## src/include/addrgen_defs.svh

```systemverilog
`ifndef ADDRGEN_DEFS_SVH
`define ADDRGEN_DEFS_SVH

// datapath widths
`define ADDRGEN_ADDR_W    32 // address and APB data width
`define ADDRGEN_STEP      4  // bytes per word
`define ADDRGEN_CNT_W     10 // word, line and feature counters
`define ADDRGEN_TRANS_W   16 // transaction counter
`define ADDRGEN_STRIDE_W  16 // signed line / feature strides

// APB side
`define ADDRGEN_APB_AW    8

// register map, byte offsets
`define ADDRGEN_OFF_BASE         8'h00
`define ADDRGEN_OFF_TRANS        8'h04
`define ADDRGEN_OFF_LINE_STRIDE  8'h08
`define ADDRGEN_OFF_LINE_LEN     8'h0C
`define ADDRGEN_OFF_FEAT_STRIDE  8'h10
`define ADDRGEN_OFF_FEAT_LEN     8'h14
`define ADDRGEN_OFF_FEAT_ROLL    8'h18
`define ADDRGEN_OFF_CTRL         8'h1C
`define ADDRGEN_OFF_STATUS       8'h20

// CTRL register bits
`define ADDRGEN_CTRL_OUTER_BIT   0 // stored
`define ADDRGEN_CTRL_START_BIT   1 // self clearing, write only

`endif

```

## src/design/addrgen_reg_pkg.sv

```systemverilog
`include "addrgen_defs.svh"

package addrgen_reg_pkg;

  // configuration as seen by the tracker and the walker
  typedef struct packed {
    logic        [`ADDRGEN_ADDR_W-1:0]   base_addr;   // byte address, word aligned
    logic        [`ADDRGEN_TRANS_W-1:0]  trans_size;  // total steps
    logic signed [`ADDRGEN_STRIDE_W-1:0] line_stride; // bytes between lines
    logic        [`ADDRGEN_CNT_W-1:0]    line_length; // words per line, >= 1
    logic signed [`ADDRGEN_STRIDE_W-1:0] feat_stride; // bytes between features
    logic        [`ADDRGEN_CNT_W-1:0]    feat_length; // lines per feature, >= 1
    logic        [`ADDRGEN_CNT_W-1:0]    feat_roll;   // roll count, >= 1
    logic                                loop_outer;  // 1 outer, 0 inner feature loop
  } addrgen_cfg_t;

  // APB register offsets
  typedef enum logic [`ADDRGEN_APB_AW-1:0] {
    REG_BASE        = `ADDRGEN_OFF_BASE,
    REG_TRANS       = `ADDRGEN_OFF_TRANS,
    REG_LINE_STRIDE = `ADDRGEN_OFF_LINE_STRIDE,
    REG_LINE_LEN    = `ADDRGEN_OFF_LINE_LEN,
    REG_FEAT_STRIDE = `ADDRGEN_OFF_FEAT_STRIDE,
    REG_FEAT_LEN    = `ADDRGEN_OFF_FEAT_LEN,
    REG_FEAT_ROLL   = `ADDRGEN_OFF_FEAT_ROLL,
    REG_CTRL        = `ADDRGEN_OFF_CTRL,   // outer bit + start command
    REG_STATUS      = `ADDRGEN_OFF_STATUS  // read only
  } addrgen_reg_e;

endpackage

```

## src/design/addrgen_loop_pkg.sv

```systemverilog
`include "addrgen_defs.svh"

package addrgen_loop_pkg;

  // what a single step does to the loop nest
  typedef enum logic [2:0] {
    STEP_IDLE,      // no step this cycle
    STEP_WORD,      // next word in the line
    STEP_LINE,      // next line in the feature
    STEP_FEAT_ADV,  // feature offset moves by feat_stride
    STEP_FEAT_HOLD, // outer mode, feature index only
    STEP_WRAP       // inner mode, everything back to zero
  } addrgen_step_e;

  // walker position inside the three loops
  typedef struct packed {
    logic [`ADDRGEN_CNT_W-1:0]  word_idx;
    logic [`ADDRGEN_CNT_W-1:0]  line_idx;
    logic [`ADDRGEN_CNT_W-1:0]  feat_idx;
    logic [`ADDRGEN_ADDR_W-1:0] line_off; // sum of line strides so far
    logic [`ADDRGEN_ADDR_W-1:0] feat_off; // sum of feature strides so far
  } addrgen_pos_t;

  // flags seen by the consumer
  typedef struct packed {
    logic word_update;
    logic line_update;
    logic feat_update;
    logic in_progress;
  } addrgen_flags_t;

endpackage

```

## src/design/addrgen_apb_regs.sv

```systemverilog
`timescale 1ns/100ps
`include "addrgen_defs.svh"

module addrgen_apb_regs (
  input  logic                          clk_i,
  input  logic                          rst_ni,
  // APB3 slave
  input  logic                          psel_i,
  input  logic                          penable_i,
  input  logic                          pwrite_i,
  input  logic [`ADDRGEN_APB_AW-1:0]    paddr_i,
  input  logic [`ADDRGEN_ADDR_W-1:0]    pwdata_i,
  output logic [`ADDRGEN_ADDR_W-1:0]    prdata_o,
  output logic                          pready_o,
  output logic                          pslverr_o,
  // to and from the datapath
  input  logic                          in_progress_i,
  output addrgen_reg_pkg::addrgen_cfg_t cfg_o,
  output logic                          start_o
);

  import addrgen_reg_pkg::*;

  addrgen_cfg_t               cfg_q;
  logic                       access;     // APB access phase
  logic                       wr_access;
  logic                       addr_valid; // offset is mapped
  logic [`ADDRGEN_ADDR_W-1:0] rdata;

  assign access    = psel_i & penable_i;
  assign wr_access = access & pwrite_i;

  // decode + read mux
  always_comb begin
    addr_valid = 1'b1;
    rdata      = '0;
    case (paddr_i)
      REG_BASE:        rdata = cfg_q.base_addr;
      REG_TRANS:       rdata = `ADDRGEN_ADDR_W'(cfg_q.trans_size);
      REG_LINE_STRIDE: begin
        // sign extended so a negative stride reads back as written
        rdata = {{(`ADDRGEN_ADDR_W-`ADDRGEN_STRIDE_W){cfg_q.line_stride[`ADDRGEN_STRIDE_W-1]}},
                 cfg_q.line_stride};
      end
      REG_LINE_LEN:    rdata = `ADDRGEN_ADDR_W'(cfg_q.line_length);
      REG_FEAT_STRIDE: begin
        rdata = {{(`ADDRGEN_ADDR_W-`ADDRGEN_STRIDE_W){cfg_q.feat_stride[`ADDRGEN_STRIDE_W-1]}},
                 cfg_q.feat_stride};
      end
      REG_FEAT_LEN:    rdata = `ADDRGEN_ADDR_W'(cfg_q.feat_length);
      REG_FEAT_ROLL:   rdata = `ADDRGEN_ADDR_W'(cfg_q.feat_roll);
      REG_CTRL:        rdata = `ADDRGEN_ADDR_W'(cfg_q.loop_outer); // start bit reads 0
      REG_STATUS:      rdata = `ADDRGEN_ADDR_W'(in_progress_i);
      default:         addr_valid = 1'b0;
    endcase
  end

  assign prdata_o  = (access & ~pwrite_i) ? rdata : '0; // quiet bus outside reads
  assign pready_o  = 1'b1;                              // zero wait state
  // unmapped offset or write to read-only status
  assign pslverr_o = access & (~addr_valid | (pwrite_i & (paddr_i == REG_STATUS)));

  // start command pulses for the write cycle only, never stored
  assign start_o = wr_access & (paddr_i == REG_CTRL) & pwdata_i[`ADDRGEN_CTRL_START_BIT];

  always_ff @(posedge clk_i or negedge rst_ni) begin
    if (!rst_ni) begin
      cfg_q <= '0;
    end else if (wr_access) begin
      case (paddr_i)
        REG_BASE:        cfg_q.base_addr   <= pwdata_i;
        REG_TRANS:       cfg_q.trans_size  <= pwdata_i[`ADDRGEN_TRANS_W-1:0];
        REG_LINE_STRIDE: cfg_q.line_stride <= pwdata_i[`ADDRGEN_STRIDE_W-1:0];
        REG_LINE_LEN:    cfg_q.line_length <= pwdata_i[`ADDRGEN_CNT_W-1:0];
        REG_FEAT_STRIDE: cfg_q.feat_stride <= pwdata_i[`ADDRGEN_STRIDE_W-1:0];
        REG_FEAT_LEN:    cfg_q.feat_length <= pwdata_i[`ADDRGEN_CNT_W-1:0];
        REG_FEAT_ROLL:   cfg_q.feat_roll   <= pwdata_i[`ADDRGEN_CNT_W-1:0];
        REG_CTRL:        cfg_q.loop_outer  <= pwdata_i[`ADDRGEN_CTRL_OUTER_BIT];
        default:         cfg_q <= cfg_q; // status and holes ignore writes
      endcase
    end
  end

  assign cfg_o = cfg_q;

  // software must wait for the running transfer before restarting
  a_no_start_in_progress : assert property (
    @(posedge clk_i) disable iff (!rst_ni)
    start_o |-> !in_progress_i
  ) else $error("start command while a transfer is in progress");

  // walker has no byte strobes, so every stride must land on a word
  a_aligned_on_start : assert property (
    @(posedge clk_i) disable iff (!rst_ni)
    start_o |-> ((cfg_q.base_addr % `ADDRGEN_STEP) == 0) &&
                ((cfg_q.line_stride % `ADDRGEN_STEP) == 0) &&
                ((cfg_q.feat_stride % `ADDRGEN_STEP) == 0)
  ) else $error("misaligned base address or stride at start");

endmodule

```

## src/design/addrgen_trans_tracker.sv

```systemverilog
`timescale 1ns/100ps
`include "addrgen_defs.svh"

module addrgen_trans_tracker (
  input  logic                        clk_i,
  input  logic                        rst_ni,
  input  logic                        start_i,
  input  logic                        enable_i,     // consumer takes the address
  input  logic [`ADDRGEN_TRANS_W-1:0] trans_size_i,
  output logic                        step_o,
  output logic                        in_progress_o
);

  logic [`ADDRGEN_TRANS_W-1:0] count_q;  // steps consumed so far
  logic [`ADDRGEN_TRANS_W-1:0] count_nx;
  logic                        in_progress_q;
  logic                        last_step; // this step is the trans_size-th

  assign step_o    = enable_i & in_progress_q;
  assign count_nx  = count_q + 1'b1;
  assign last_step = (count_nx == trans_size_i);

  always_ff @(posedge clk_i or negedge rst_ni) begin
    if (!rst_ni) begin
      count_q       <= '0;
      in_progress_q <= 1'b0;
    end else if (start_i) begin
      count_q       <= '0;
      // zero size ends right away, no step
      in_progress_q <= (trans_size_i != '0);
    end else if (step_o) begin
      count_q <= count_nx;
      if (last_step) begin
        in_progress_q <= 1'b0; // falls on the consuming edge
      end
    end
  end

  assign in_progress_o = in_progress_q;

  // count stays below the size while running, else the end was missed
  a_count_bound : assert property (
    @(posedge clk_i) disable iff (!rst_ni)
    in_progress_q |-> (count_q < trans_size_i)
  ) else $error("transaction counter overran trans_size");

endmodule

```

## src/design/addrgen_loop_walker.sv

```systemverilog
`timescale 1ns/100ps
`include "addrgen_defs.svh"

module addrgen_loop_walker (
  input  logic                          clk_i,
  input  logic                          rst_ni,
  input  logic                          start_i,
  input  logic                          step_i,
  input  addrgen_reg_pkg::addrgen_cfg_t cfg_i,
  output logic [`ADDRGEN_ADDR_W-1:0]    gen_addr_o,
  output logic                          word_update_o,
  output logic                          line_update_o,
  output logic                          feat_update_o
);

  import addrgen_loop_pkg::*;

  addrgen_pos_t               pos_q;
  addrgen_pos_t               pos_d;
  addrgen_step_e              step_kind;
  logic [`ADDRGEN_CNT_W-1:0]  line_len_m1; // last word index
  logic [`ADDRGEN_CNT_W-1:0]  feat_len_m1; // last line index
  logic [`ADDRGEN_CNT_W-1:0]  roll_m1;     // last feature index
  logic [`ADDRGEN_ADDR_W-1:0] line_stride_ext;
  logic [`ADDRGEN_ADDR_W-1:0] feat_stride_ext;
  logic [`ADDRGEN_ADDR_W-1:0] word_off;

  assign line_len_m1 = cfg_i.line_length - 1'b1;
  assign feat_len_m1 = cfg_i.feat_length - 1'b1;
  assign roll_m1     = cfg_i.feat_roll - 1'b1;

  // sign extended strides, offsets wrap mod 2^32
  assign line_stride_ext =
    {{(`ADDRGEN_ADDR_W-`ADDRGEN_STRIDE_W){cfg_i.line_stride[`ADDRGEN_STRIDE_W-1]}},
     cfg_i.line_stride};
  assign feat_stride_ext =
    {{(`ADDRGEN_ADDR_W-`ADDRGEN_STRIDE_W){cfg_i.feat_stride[`ADDRGEN_STRIDE_W-1]}},
     cfg_i.feat_stride};

  // classify the step starting with the innermost loop
  always_comb begin
    if (!step_i) begin
      step_kind = STEP_IDLE;
    end else if (pos_q.word_idx < line_len_m1) begin
      step_kind = STEP_WORD;
    end else if (pos_q.line_idx < feat_len_m1) begin
      step_kind = STEP_LINE;
    end else if (cfg_i.loop_outer) begin
      // outer mode moves the offset only once the roll count is used up
      step_kind = (pos_q.feat_idx == roll_m1) ? STEP_FEAT_ADV : STEP_FEAT_HOLD;
    end else begin
      // inner mode moves the offset every feature and wraps after the roll
      step_kind = (pos_q.feat_idx < roll_m1) ? STEP_FEAT_ADV : STEP_WRAP;
    end
  end

  // next position
  always_comb begin
    pos_d = pos_q; // idle holds
    case (step_kind)
      STEP_WORD: begin
        pos_d.word_idx = pos_q.word_idx + 1'b1;
      end
      STEP_LINE: begin
        pos_d.word_idx = '0;
        pos_d.line_idx = pos_q.line_idx + 1'b1;
        pos_d.line_off = pos_q.line_off + line_stride_ext;
      end
      STEP_FEAT_ADV: begin
        pos_d.word_idx = '0;
        pos_d.line_idx = '0;
        pos_d.line_off = '0;
        pos_d.feat_off = pos_q.feat_off + feat_stride_ext;
        // outer restarts the roll and inner counts on
        pos_d.feat_idx = cfg_i.loop_outer ? '0 : pos_q.feat_idx + 1'b1;
      end
      STEP_FEAT_HOLD: begin
        pos_d.word_idx = '0;
        pos_d.line_idx = '0;
        pos_d.line_off = '0;
        pos_d.feat_idx = pos_q.feat_idx + 1'b1; // same feature offset again
      end
      STEP_WRAP: begin
        pos_d = '0; // back to base
      end
      default: begin
        pos_d = pos_q;
      end
    endcase
  end

  always_ff @(posedge clk_i or negedge rst_ni) begin
    if (!rst_ni) begin
      pos_q <= '0;
    end else if (start_i) begin
      pos_q <= '0; // fresh walk
    end else begin
      pos_q <= pos_d;
    end
  end

  assign word_off   = `ADDRGEN_ADDR_W'(pos_q.word_idx) * `ADDRGEN_ADDR_W'(`ADDRGEN_STEP);
  assign gen_addr_o = cfg_i.base_addr + pos_q.feat_off + pos_q.line_off + word_off;

  // flags in the same cycle as the step
  assign word_update_o = (step_kind != STEP_IDLE);
  assign line_update_o = step_kind inside {STEP_LINE, STEP_FEAT_ADV, STEP_FEAT_HOLD, STEP_WRAP};
  assign feat_update_o = step_kind inside {STEP_FEAT_ADV, STEP_FEAT_HOLD, STEP_WRAP};

  // indices stay inside the configured loop lengths while stepping
  a_idx_in_range : assert property (
    @(posedge clk_i) disable iff (!rst_ni)
    step_i |-> (pos_q.word_idx <= line_len_m1) && (pos_q.line_idx <= feat_len_m1) &&
               (pos_q.feat_idx <= roll_m1)
  ) else $error("loop index past its configured length");

endmodule

```

## src/design/addrgen_top.sv

```systemverilog
`timescale 1ns/100ps
`include "addrgen_defs.svh"

module addrgen_top (
  input  logic                            clk_i,
  input  logic                            rst_ni,
  // APB3 configuration port
  input  logic                            psel_i,
  input  logic                            penable_i,
  input  logic                            pwrite_i,
  input  logic [`ADDRGEN_APB_AW-1:0]      paddr_i,
  input  logic [`ADDRGEN_ADDR_W-1:0]      pwdata_i,
  output logic [`ADDRGEN_ADDR_W-1:0]      prdata_o,
  output logic                            pready_o,
  output logic                            pslverr_o,
  // consumer side
  input  logic                            enable_i,
  output logic [`ADDRGEN_ADDR_W-1:0]      gen_addr_o,
  output addrgen_loop_pkg::addrgen_flags_t flags_o
);

  import addrgen_reg_pkg::*;

  addrgen_cfg_t cfg;
  logic         start;       // one cycle, from the CTRL write
  logic         step;        // consumed address this cycle
  logic         in_progress;
  logic         word_update;
  logic         line_update;
  logic         feat_update;

  addrgen_apb_regs u_apb_regs (
    .clk_i         (clk_i),
    .rst_ni        (rst_ni),
    .psel_i        (psel_i),
    .penable_i     (penable_i),
    .pwrite_i      (pwrite_i),
    .paddr_i       (paddr_i),
    .pwdata_i      (pwdata_i),
    .prdata_o      (prdata_o),
    .pready_o      (pready_o),
    .pslverr_o     (pslverr_o),
    .in_progress_i (in_progress),
    .cfg_o         (cfg),
    .start_o       (start)
  );

  addrgen_trans_tracker u_trans_tracker (
    .clk_i         (clk_i),
    .rst_ni        (rst_ni),
    .start_i       (start),
    .enable_i      (enable_i),
    .trans_size_i  (cfg.trans_size),
    .step_o        (step),
    .in_progress_o (in_progress)
  );

  addrgen_loop_walker u_loop_walker (
    .clk_i         (clk_i),
    .rst_ni        (rst_ni),
    .start_i       (start),
    .step_i        (step),
    .cfg_i         (cfg),
    .gen_addr_o    (gen_addr_o),
    .word_update_o (word_update),
    .line_update_o (line_update),
    .feat_update_o (feat_update)
  );

  // flag bundle for the consumer
  assign flags_o = '{
    word_update: word_update,
    line_update: line_update,
    feat_update: feat_update,
    in_progress: in_progress
  };

endmodule

```

## config.mk

```make
export PLATFORM = sky130hd
export DESIGN_NAME = addrgen_top
export DESIGN_NICKNAME = d
export VERILOG_FILES = /design/src/design/addrgen_reg_pkg.sv /design/src/design/addrgen_loop_pkg.sv /design/src/design/addrgen_apb_regs.sv /design/src/design/addrgen_trans_tracker.sv /design/src/design/addrgen_loop_walker.sv /design/src/design/addrgen_top.sv
export VERILOG_INCLUDE_DIRS = /design/src /design/src/include
export SDC_FILE = /design/constraint.sdc
export NUM_CORES = 1
export LEC_CHECK = 0
export BUFFER_PORTS_ARGS = -buffer_cell sky130_fd_sc_hd__buf_2
export CAP_MARGIN = 25
export CORE_MARGIN = 2
export CORE_UTILIZATION = 40
export DETAILED_ROUTE_END_ITERATION = 10
export PLACE_DENSITY = 0.67
export SETUP_SLACK_MARGIN = 0.05
export SLEW_MARGIN = 20
export SYNTH_ARGS = -nofsm -noshare
export SYNTH_HDL_FRONTEND = slang
export SYNTH_HIERARCHICAL = 1
export SYNTH_SLANG_ARGS = --single-unit
```

## constraint.sdc

```tcl
create_clock -name clk_i -period 7.27 [get_ports clk_i]
set_input_delay 0.727 -clock clk_i [delete_from_list [all_inputs] [get_ports clk_i]]
set_output_delay 0.727 -clock clk_i [all_outputs]
set_load 0.05 [all_outputs]
```

==> impl_metrics.yaml, run 1 <==
pwr:
  switchingPower_uw: 723.8
  total_power_mw: 3.035
  clockPowerShare: 0.524
  pwr-share-comb: 0.060
  peakVddDrop_mv: 0.1951
  p_int_mw: 2.311
  p_sw_frac: 0.2385
  power_per_cell_area_nw_per_um2: 155.4
  p_seq_frac: 0.415
  p_leak_nw: 9.964
worst_setup_path:
  crit_arrival_ns: 5.08
  required_ns: 6.54
  critPathMaxFanout: 5
  end_kind: "output port"
  cp-endpoint: "gen_addr_o[30]"
  r2r_slack_ns: 2.87
  r2r_end: "u_loop_walker/pos_q[61]"
  critPathKind: "flop to output port"
  r2r-start: "u_apb_regs/cfg_o[38]"
  reg2regPathDepth: 13
  cp-start-kind: "flop"
  critPathLaunch: "u_loop_walker/pos_q[2]"
global_route:
  grt_busiest_layer: "met2"
  met1_usage: 0.3215
  grt_pass1_wl_mm: 80.43
  grt_usage: 0.2276
  gr-usage-met2: 0.3665
  antenna_found_initial: 1
  use_met3: 0.03264
  grt_max_degree: 97
  grt_pass1_vias: 14136
  grt_overflow: 0
timing:
  finalSetupTns_ns: 0
  setup-violations-final: 0
  drv_slew: 0
  worst_slew_pin_slew_ns: 1.039
  max_freq_mhz: 172.1
  max_slew_margin: 0.3072
  min_period_ns: 5.812
  period_share: 0.7994
  rsz0062_at_grt: "false"
  finalHoldViolCount: 0
  skew_ns: 0.01319
placement:
  portBuffers: 114
  dpl.hpwl_mm: 37.34
  placed_cells: 2436
  gp_congestion: 0.9479
route:
  wl_mm: 51.13
  vias: 14501
  via_per_inst: 5.819
  drc_errors: 0
  postRouteAntennaNets: 0
  first_iter_violations: 1210
  routedWlPerCell_um: 20.52
  firstDrtPassIters: 5
flow_run:
  max_cap_violations: 0
yosys:
  yosysUniqueCellTypes: 87
  synth_fp_nets: 2031
  synth_flop_cell: "dfrtp_1"
  synthArstFlopShare: 1.000
  syn_area_per_cell_sq_um: 9.671
  synth.most_common_cell: "dfrtp_1"
  synth.top_cells.by_count: "dfrtp_1, ha_1, nand2_1"
  yosys.area.top_type: "dfrtp_1"
  netlist_top_cells_area: "dfrtp_1, ha_1, mux2_2"
  netlist_area_sq_um: 17360
  yosys_warnings: 6
  synth_top_area_frac: 0.3200
  syn_inst: 1795
  ys_ff_latch: 222
  synth_edf_count: 0
  yosysSeqAreaShare: 0.3200
clock_network:
  cts_buffer_depth: 3
  clk_pin_slew_ns: 0.06
  cts.repair.resized: 0
  cts_inserted_buffers: 30
  ctsHtreeMaxLevel: 1
  cts_hold_buf: 0
  clockRootBuffer: "clkbuf_16"
  clock_sinks: 222
  insertion_delay_ns: 0.58
  cts_setup_buffers: 0
  cts_tree: "done"
run_status:
  status: "finished, final reports clean"
floorplanning:
  dieArea_sq_um: 45080
  core_area_sq_um: 42980
  ioPinCount: 116
  initial_core_util: 0.4039
  rows: 76
  die_h_um: 212.3
  die_w_um: 212.3
final_layout:
  diodes: 0
  layout-drive-gt1-share: 0.1778
  final_util: 0.4543
  area_delta_synth_final_pct: 12.49
  layoutNonFillerInstCount: 2492
  num-nets-final: 2119
min_path:
  hold_class: "input port to async pin"
[per-stage QoR]
step | setup WS (ns) | hold WS [ns] | area, sq um
2_1_floorplan | 2.376 | 0.4314 | 17360
3_3_place_gp | 2.128 | 0.4969 | 18450
3_5_place_dp | 2.099 | 0.5043 | 18450
4_1_cts | 1.474 | 0.2133 | 19530
5_1_grt | 1.197 | 0.2445 | 19530
6_report | 1.458 | 0.1670 | 19530
[placed cells by master (no fill, tap or decap), types with 7 or more instances in the layout]
master	Yosys	routed
buf_2	12	113
and4_1	8	8
inv_1	40	40
mux2i_1	15	15
clkbuf_8	0	9
mux2_2	115	115
o21bai_1	16	16
fa_1	44	44
a21oi_1	136	135
a211oi_1	10	10
nand4_1	20	20
ha_1	146	146
nand2_1	146	146
a21oi_2	6	7
and3_1	28	28
a21o_1	58	57
nand3_1	47	47
a22o_1	38	38
buf_4	9	14
nand2b_1	25	25
xnor2_1	94	94
and2_1	9	9
nor3_1	34	33
xor2_1	49	49
nor2_1	104	102
nor4_1	17	17
o21ai_0	85	85
o21a_1	14	14
dfrtp_1	222	222
clkbuf_16	0	31
a32o_1	7	7
nor2b_1	24	24
or3_1	14	14
a22oi_1	7	7
a31oi_1	19	19
nand3b_1	13	13
o211ai_1	7	7
[cells by family (layout without fill, tap and decap cells)]
group                    count (synthesis)  after routing  synth area share
multiplexers                           134            134           0.08779
AO/OA/AOI/OAI                          468            468            0.1788
adder cells (fa/ha/maj)                190            190            0.1560
XOR/XNOR                               143            143           0.07215
flip-flops                             222            222            0.3200
buffers and inverters                  112            224           0.02897
other                                    1              1         0.0002160
AND/OR/NAND/NOR                        525            525            0.1561
[layout make-up]
type	count	area (sq um)
Fill cell	4155	23450
Multi-Input combinational cell	1461	11330
Sequential cell	222	5555
Clock buffer	45	918.4
Tap cell	585	732.0
Timing Repair Buffer	128	685.7
Clock inverter	11	157.7
Inverter	40	150.1
[routing by layer]
layer	part of all wire	vias up
met2	0.45	461
met3	0.062	86
met1	0.46	7186
met4	0.024	0
li1	-	6768
met5	0	-
[how the worst min path moves through the flow]
stage                     depth (start not counted)                    start                    endpoint
final                                             1                   rst_ni  u_trans_tracker/count_q[2]
after global routing                              1                   rst_ni  u_trans_tracker/count_q[2]
after CTS                                         1                   rst_ni  u_trans_tracker/count_q[2]
after detailed placement                          1  u_loop_walker/pos_q[73]     u_loop_walker/pos_q[73]
after global placement                            1  u_loop_walker/pos_q[73]     u_loop_walker/pos_q[73]
after floorplan                                   0                   rst_ni         u_apb_regs/cfg_o[0]
[power groups by stage]
stage	Sequential (mW)	Clock, mW	Combinational [mW]
6_report	1.26	1.59	0.183
2_1_floorplan	1.28	0	0.102
5_1_grt	1.26	1.67	0.201
4_1_cts	1.26	1.62	0.183
3_3_place_gp	1.28	0	0.178
3_5_place_dp	1.28	0	0.182
[flip-flops by register name, indices dropped and copies added, names as in the netlist]
name and count:
u_apb_regs/cfg_o 111, u_loop_walker/pos_q 94, u_trans_tracker/count_q 16, u_trans_tracker/in_progress_o 1
[critical path, cell delays in order (launching register included)]
cell and delay, ns:
dfrtp_1 0.42, fa_1 0.49, fa_1 0.52, ha_1 0.17, inv_1 0.06, fa_1 0.46
inv_1 0.07, a21oi_1 0.07, o21bai_1 0.27, a221o_1 0.24, a31oi_1 0.28, o211ai_1 0.41
nand4_1 0.23, a31oi_1 0.29, mux2i_1 0.21, nand3_1 0.08, buf_2 0.21
Note: power is estimated with default switching activity, not from simulation.
==> inputs of run 2 (changes only) <==
--- a/config.mk
+++ b/config.mk
@@ -11,7 +11,7 @@
 export CORE_MARGIN = 2
 export CORE_UTILIZATION = 40
 export DETAILED_ROUTE_END_ITERATION = 10
-export PLACE_DENSITY = 0.67
+export PLACE_DENSITY = 0.69
 export SETUP_SLACK_MARGIN = 0.05
 export SLEW_MARGIN = 20
 export SYNTH_ARGS = -nofsm -noshare
==> constraint.sdc (replaced) <==
create_clock -name clk_i -period 4.9 [get_ports clk_i]
set_input_delay 0.49 -clock clk_i [delete_from_list [all_inputs] [get_ports clk_i]]
set_output_delay 0.49 -clock clk_i [all_outputs]
set_load 0.05 [all_outputs]
==> run 2 against run 1 <==
  * Die area did not move
  * Sequential power rose by 48%
  * Largest cell class unchanged
  * Final area is 1.3% higher
  * Register-to-register slack worse by 2.2 ns
  * Clock skew increased by 0.0027 ns
  * Sequential share of layout area decreased by 0.36 points
  * Clock power grew 42%
  * The run now ends with hold timing, setup timing left
  * First-iteration DRC count increased by 22%
  * Core utilization increased by 0.60 points
  * Non-clock buffer count up 26
  * Flip-flop and latch count stayed put
==> impl_metrics.yaml, run 2 (synthesis gave the netlist of run 1 again) <==
run_status:
  status: "finished with violations"
  violations: "hold timing, setup timing"
placement:
  dpl.hpwl_mm: 38.06
  gp_congestion: 0.9225
  portBuffers: 114
  placed_cell_area_sq_um: 18550
  pre_cts_slack_ns: 0.1114
  placed_cells: 2447
global_route:
  antenna_found_initial: 0
  grt_overflow: 0
  grt_pass1_wl_mm: 82.35
  grt_max_degree: 114
  grt_usage: 0.2322
  grt_pass1_vias: 14662
timing:
  max_freq_mhz: 194.7
  setup-violations-final: 7
  setup_ws_ns: -0.2358
  period_share: 1.048
  fin_hold_ws_ns: -0.04898
  worst_slew_pin_slew_ns: 0.9662
  skew_ns: 0.01588
  min_period_ns: 5.136
  rsz0062_at_grt: "true"
  drv_slew: 0
  finalHoldViolCount: 15
  max_slew_margin: 0.3491
worst_setup_path:
  reg2regPathDepth: 13
  critPathLaunch: "u_apb_regs/cfg_o[81]"
  r2r-start: "u_apb_regs/cfg_o[11]"
  critPathMaxFanout: 4
  r2r_end: "u_loop_walker/pos_q[69]"
  cp-endpoint: "gen_addr_o[30]"
  critPathKind: "flop to output port"
  r2r_slack_ns: 0.71
  required_ns: 4.41
  end_kind: "output port"
  crit_arrival_ns: 4.65
  cp-start-kind: "flop"
clock_network:
  clock_sinks: 222
  insertion_delay_ns: 0.57
  cts_inserted_buffers: 28
  ctsHtreeMaxLevel: 1
  clk_pin_slew_ns: 0.06
  cts_tree: "done"
  cts_buffer_depth: 3
  clockRootBuffer: "clkbuf_16"
pwr:
  peakVddDrop_mv: 0.2288
  power_per_cell_area_nw_per_um2: 222.8
  p_leak_nw: 10.08
flow_run:
  max_cap_violations: 0
floorplanning:
  dieArea_sq_um: 45080
  rows: 76
  ioPinCount: 116
  die_w_um: 212.3
  die_h_um: 212.3
  initial_core_util: 0.4039
  core_area_sq_um: 42980
route:
  drc_errors: 0
  wl_mm: 52.27
  vias: 14847
  routedWlPerCell_um: 20.79
  firstDrtPassIters: 5
  postRouteAntennaNets: 0
  first_iter_violations: 1480
  via_per_inst: 5.906
final_layout:
  layout_commonest_cell: "dfrtp_1"
  layout-drive-gt1-share: 0.1934
  largest_register_ffs: 111
  multiInputGateArea_sq_um: 11400
  layoutNonFillerInstCount: 2514
  diodes: 0
  fillers: 4105
  regArea_sq_um: 5557
  final_util: 0.4603
  area_delta_synth_final_pct: 13.97
  layout_common_cells: "dfrtp_1, nand2_1, ha_1, a21oi_1, mux2_2"
  final_area_sq_um: 19780
  num-nets-final: 2143
min_path:
  hold_class: "input port to async pin"
## run 2: cell count changes in the layout (fill, tap and decap cells not counted), sizes merged
| cell | previous run | this run |
|---|---|---|
| clkinvlp | 1 | 3 |
| clkinv | 6 | 3 |
| buf | 128 | 154 |
| clkbuf | 45 | 41 |
| inv | 40 | 41 |
## run 2: critical path: stages, from the launching register on
cell,delay (ns)
dfrtp_1,0.40
fa_1,0.50
fa_1,0.50
ha_2,0.19
inv_2,0.04
fa_2,0.34
inv_2,0.07
a21oi_2,0.05
o21bai_1,0.17
a221o_1,0.21
a31oi_1,0.10
buf_4,0.18
o211ai_1,0.18
buf_4,0.16
nand4_1,0.19
a31oi_2,0.28
mux2i_1,0.22
nand3_1,0.11
buf_6,0.17
## run 2: report_power, final
part	internal [mW]	switching [mW]
sequential	1.85	0.0221
clock	1.40	0.865
combinational	0.0922	0.185
total	3.34	1.07
## run 2: stage by stage
step                      setup TNS [ns]  power, mW
after global routing              -2.559      4.545
after detailed placement               0      2.175
after CTS                        -0.7998      4.441
after floorplan                        0      2.046
final                             -1.009      4.407
after global placement                 0      2.169
## run 2: final cells by class
type / count / area share
Sequential cell: 222 / 0.2809
Tap cell: 585 / 0.03700
Timing Repair Buffer: 154 / 0.04737
Multi-Input combinational cell: 1461 / 0.5763
Inverter: 40 / 0.007589
Clock inverter: 11 / 0.008411
Clock buffer: 41 / 0.04250
## run 2: what timing repair did
item,in CTS,in global routing
buffers inserted,12,2
cloned,0,0
hold buffers,0,0
endpoints found under the setup margin,11,13
pin swaps,16,14
gates resized for setup,24,12
## run 2: how the worst min path moves through the flow
stage	startpoint	slack, ns	endpoint
after CTS	rst_ni	0.04	u_trans_tracker/count_q[2]
after global placement	u_loop_walker/pos_q[73]	0.49	u_loop_walker/pos_q[73]
final	rst_ni	-0.05	u_trans_tracker/count_q[2]
after floorplan	rst_ni	0.19	u_apb_regs/cfg_o[0]
after detailed placement	u_loop_walker/pos_q[73]	0.49	u_loop_walker/pos_q[73]
after global routing	rst_ni	0.03	u_trans_tracker/count_q[8]
## run 2: layer usage
| metal | wire length, um | vias up | track usage |
|---|---|---|---|
| met5 | 0 | - | 0 |
| met4 | 1433 | 0 | 0.06728 |
| met3 | 4126 | 92 | 0.03708 |
| met2 | 23080 | 555 | 0.3647 |
| met1 | 23630 | 7371 | 0.3301 |
| li1 | - | 6829 | - |
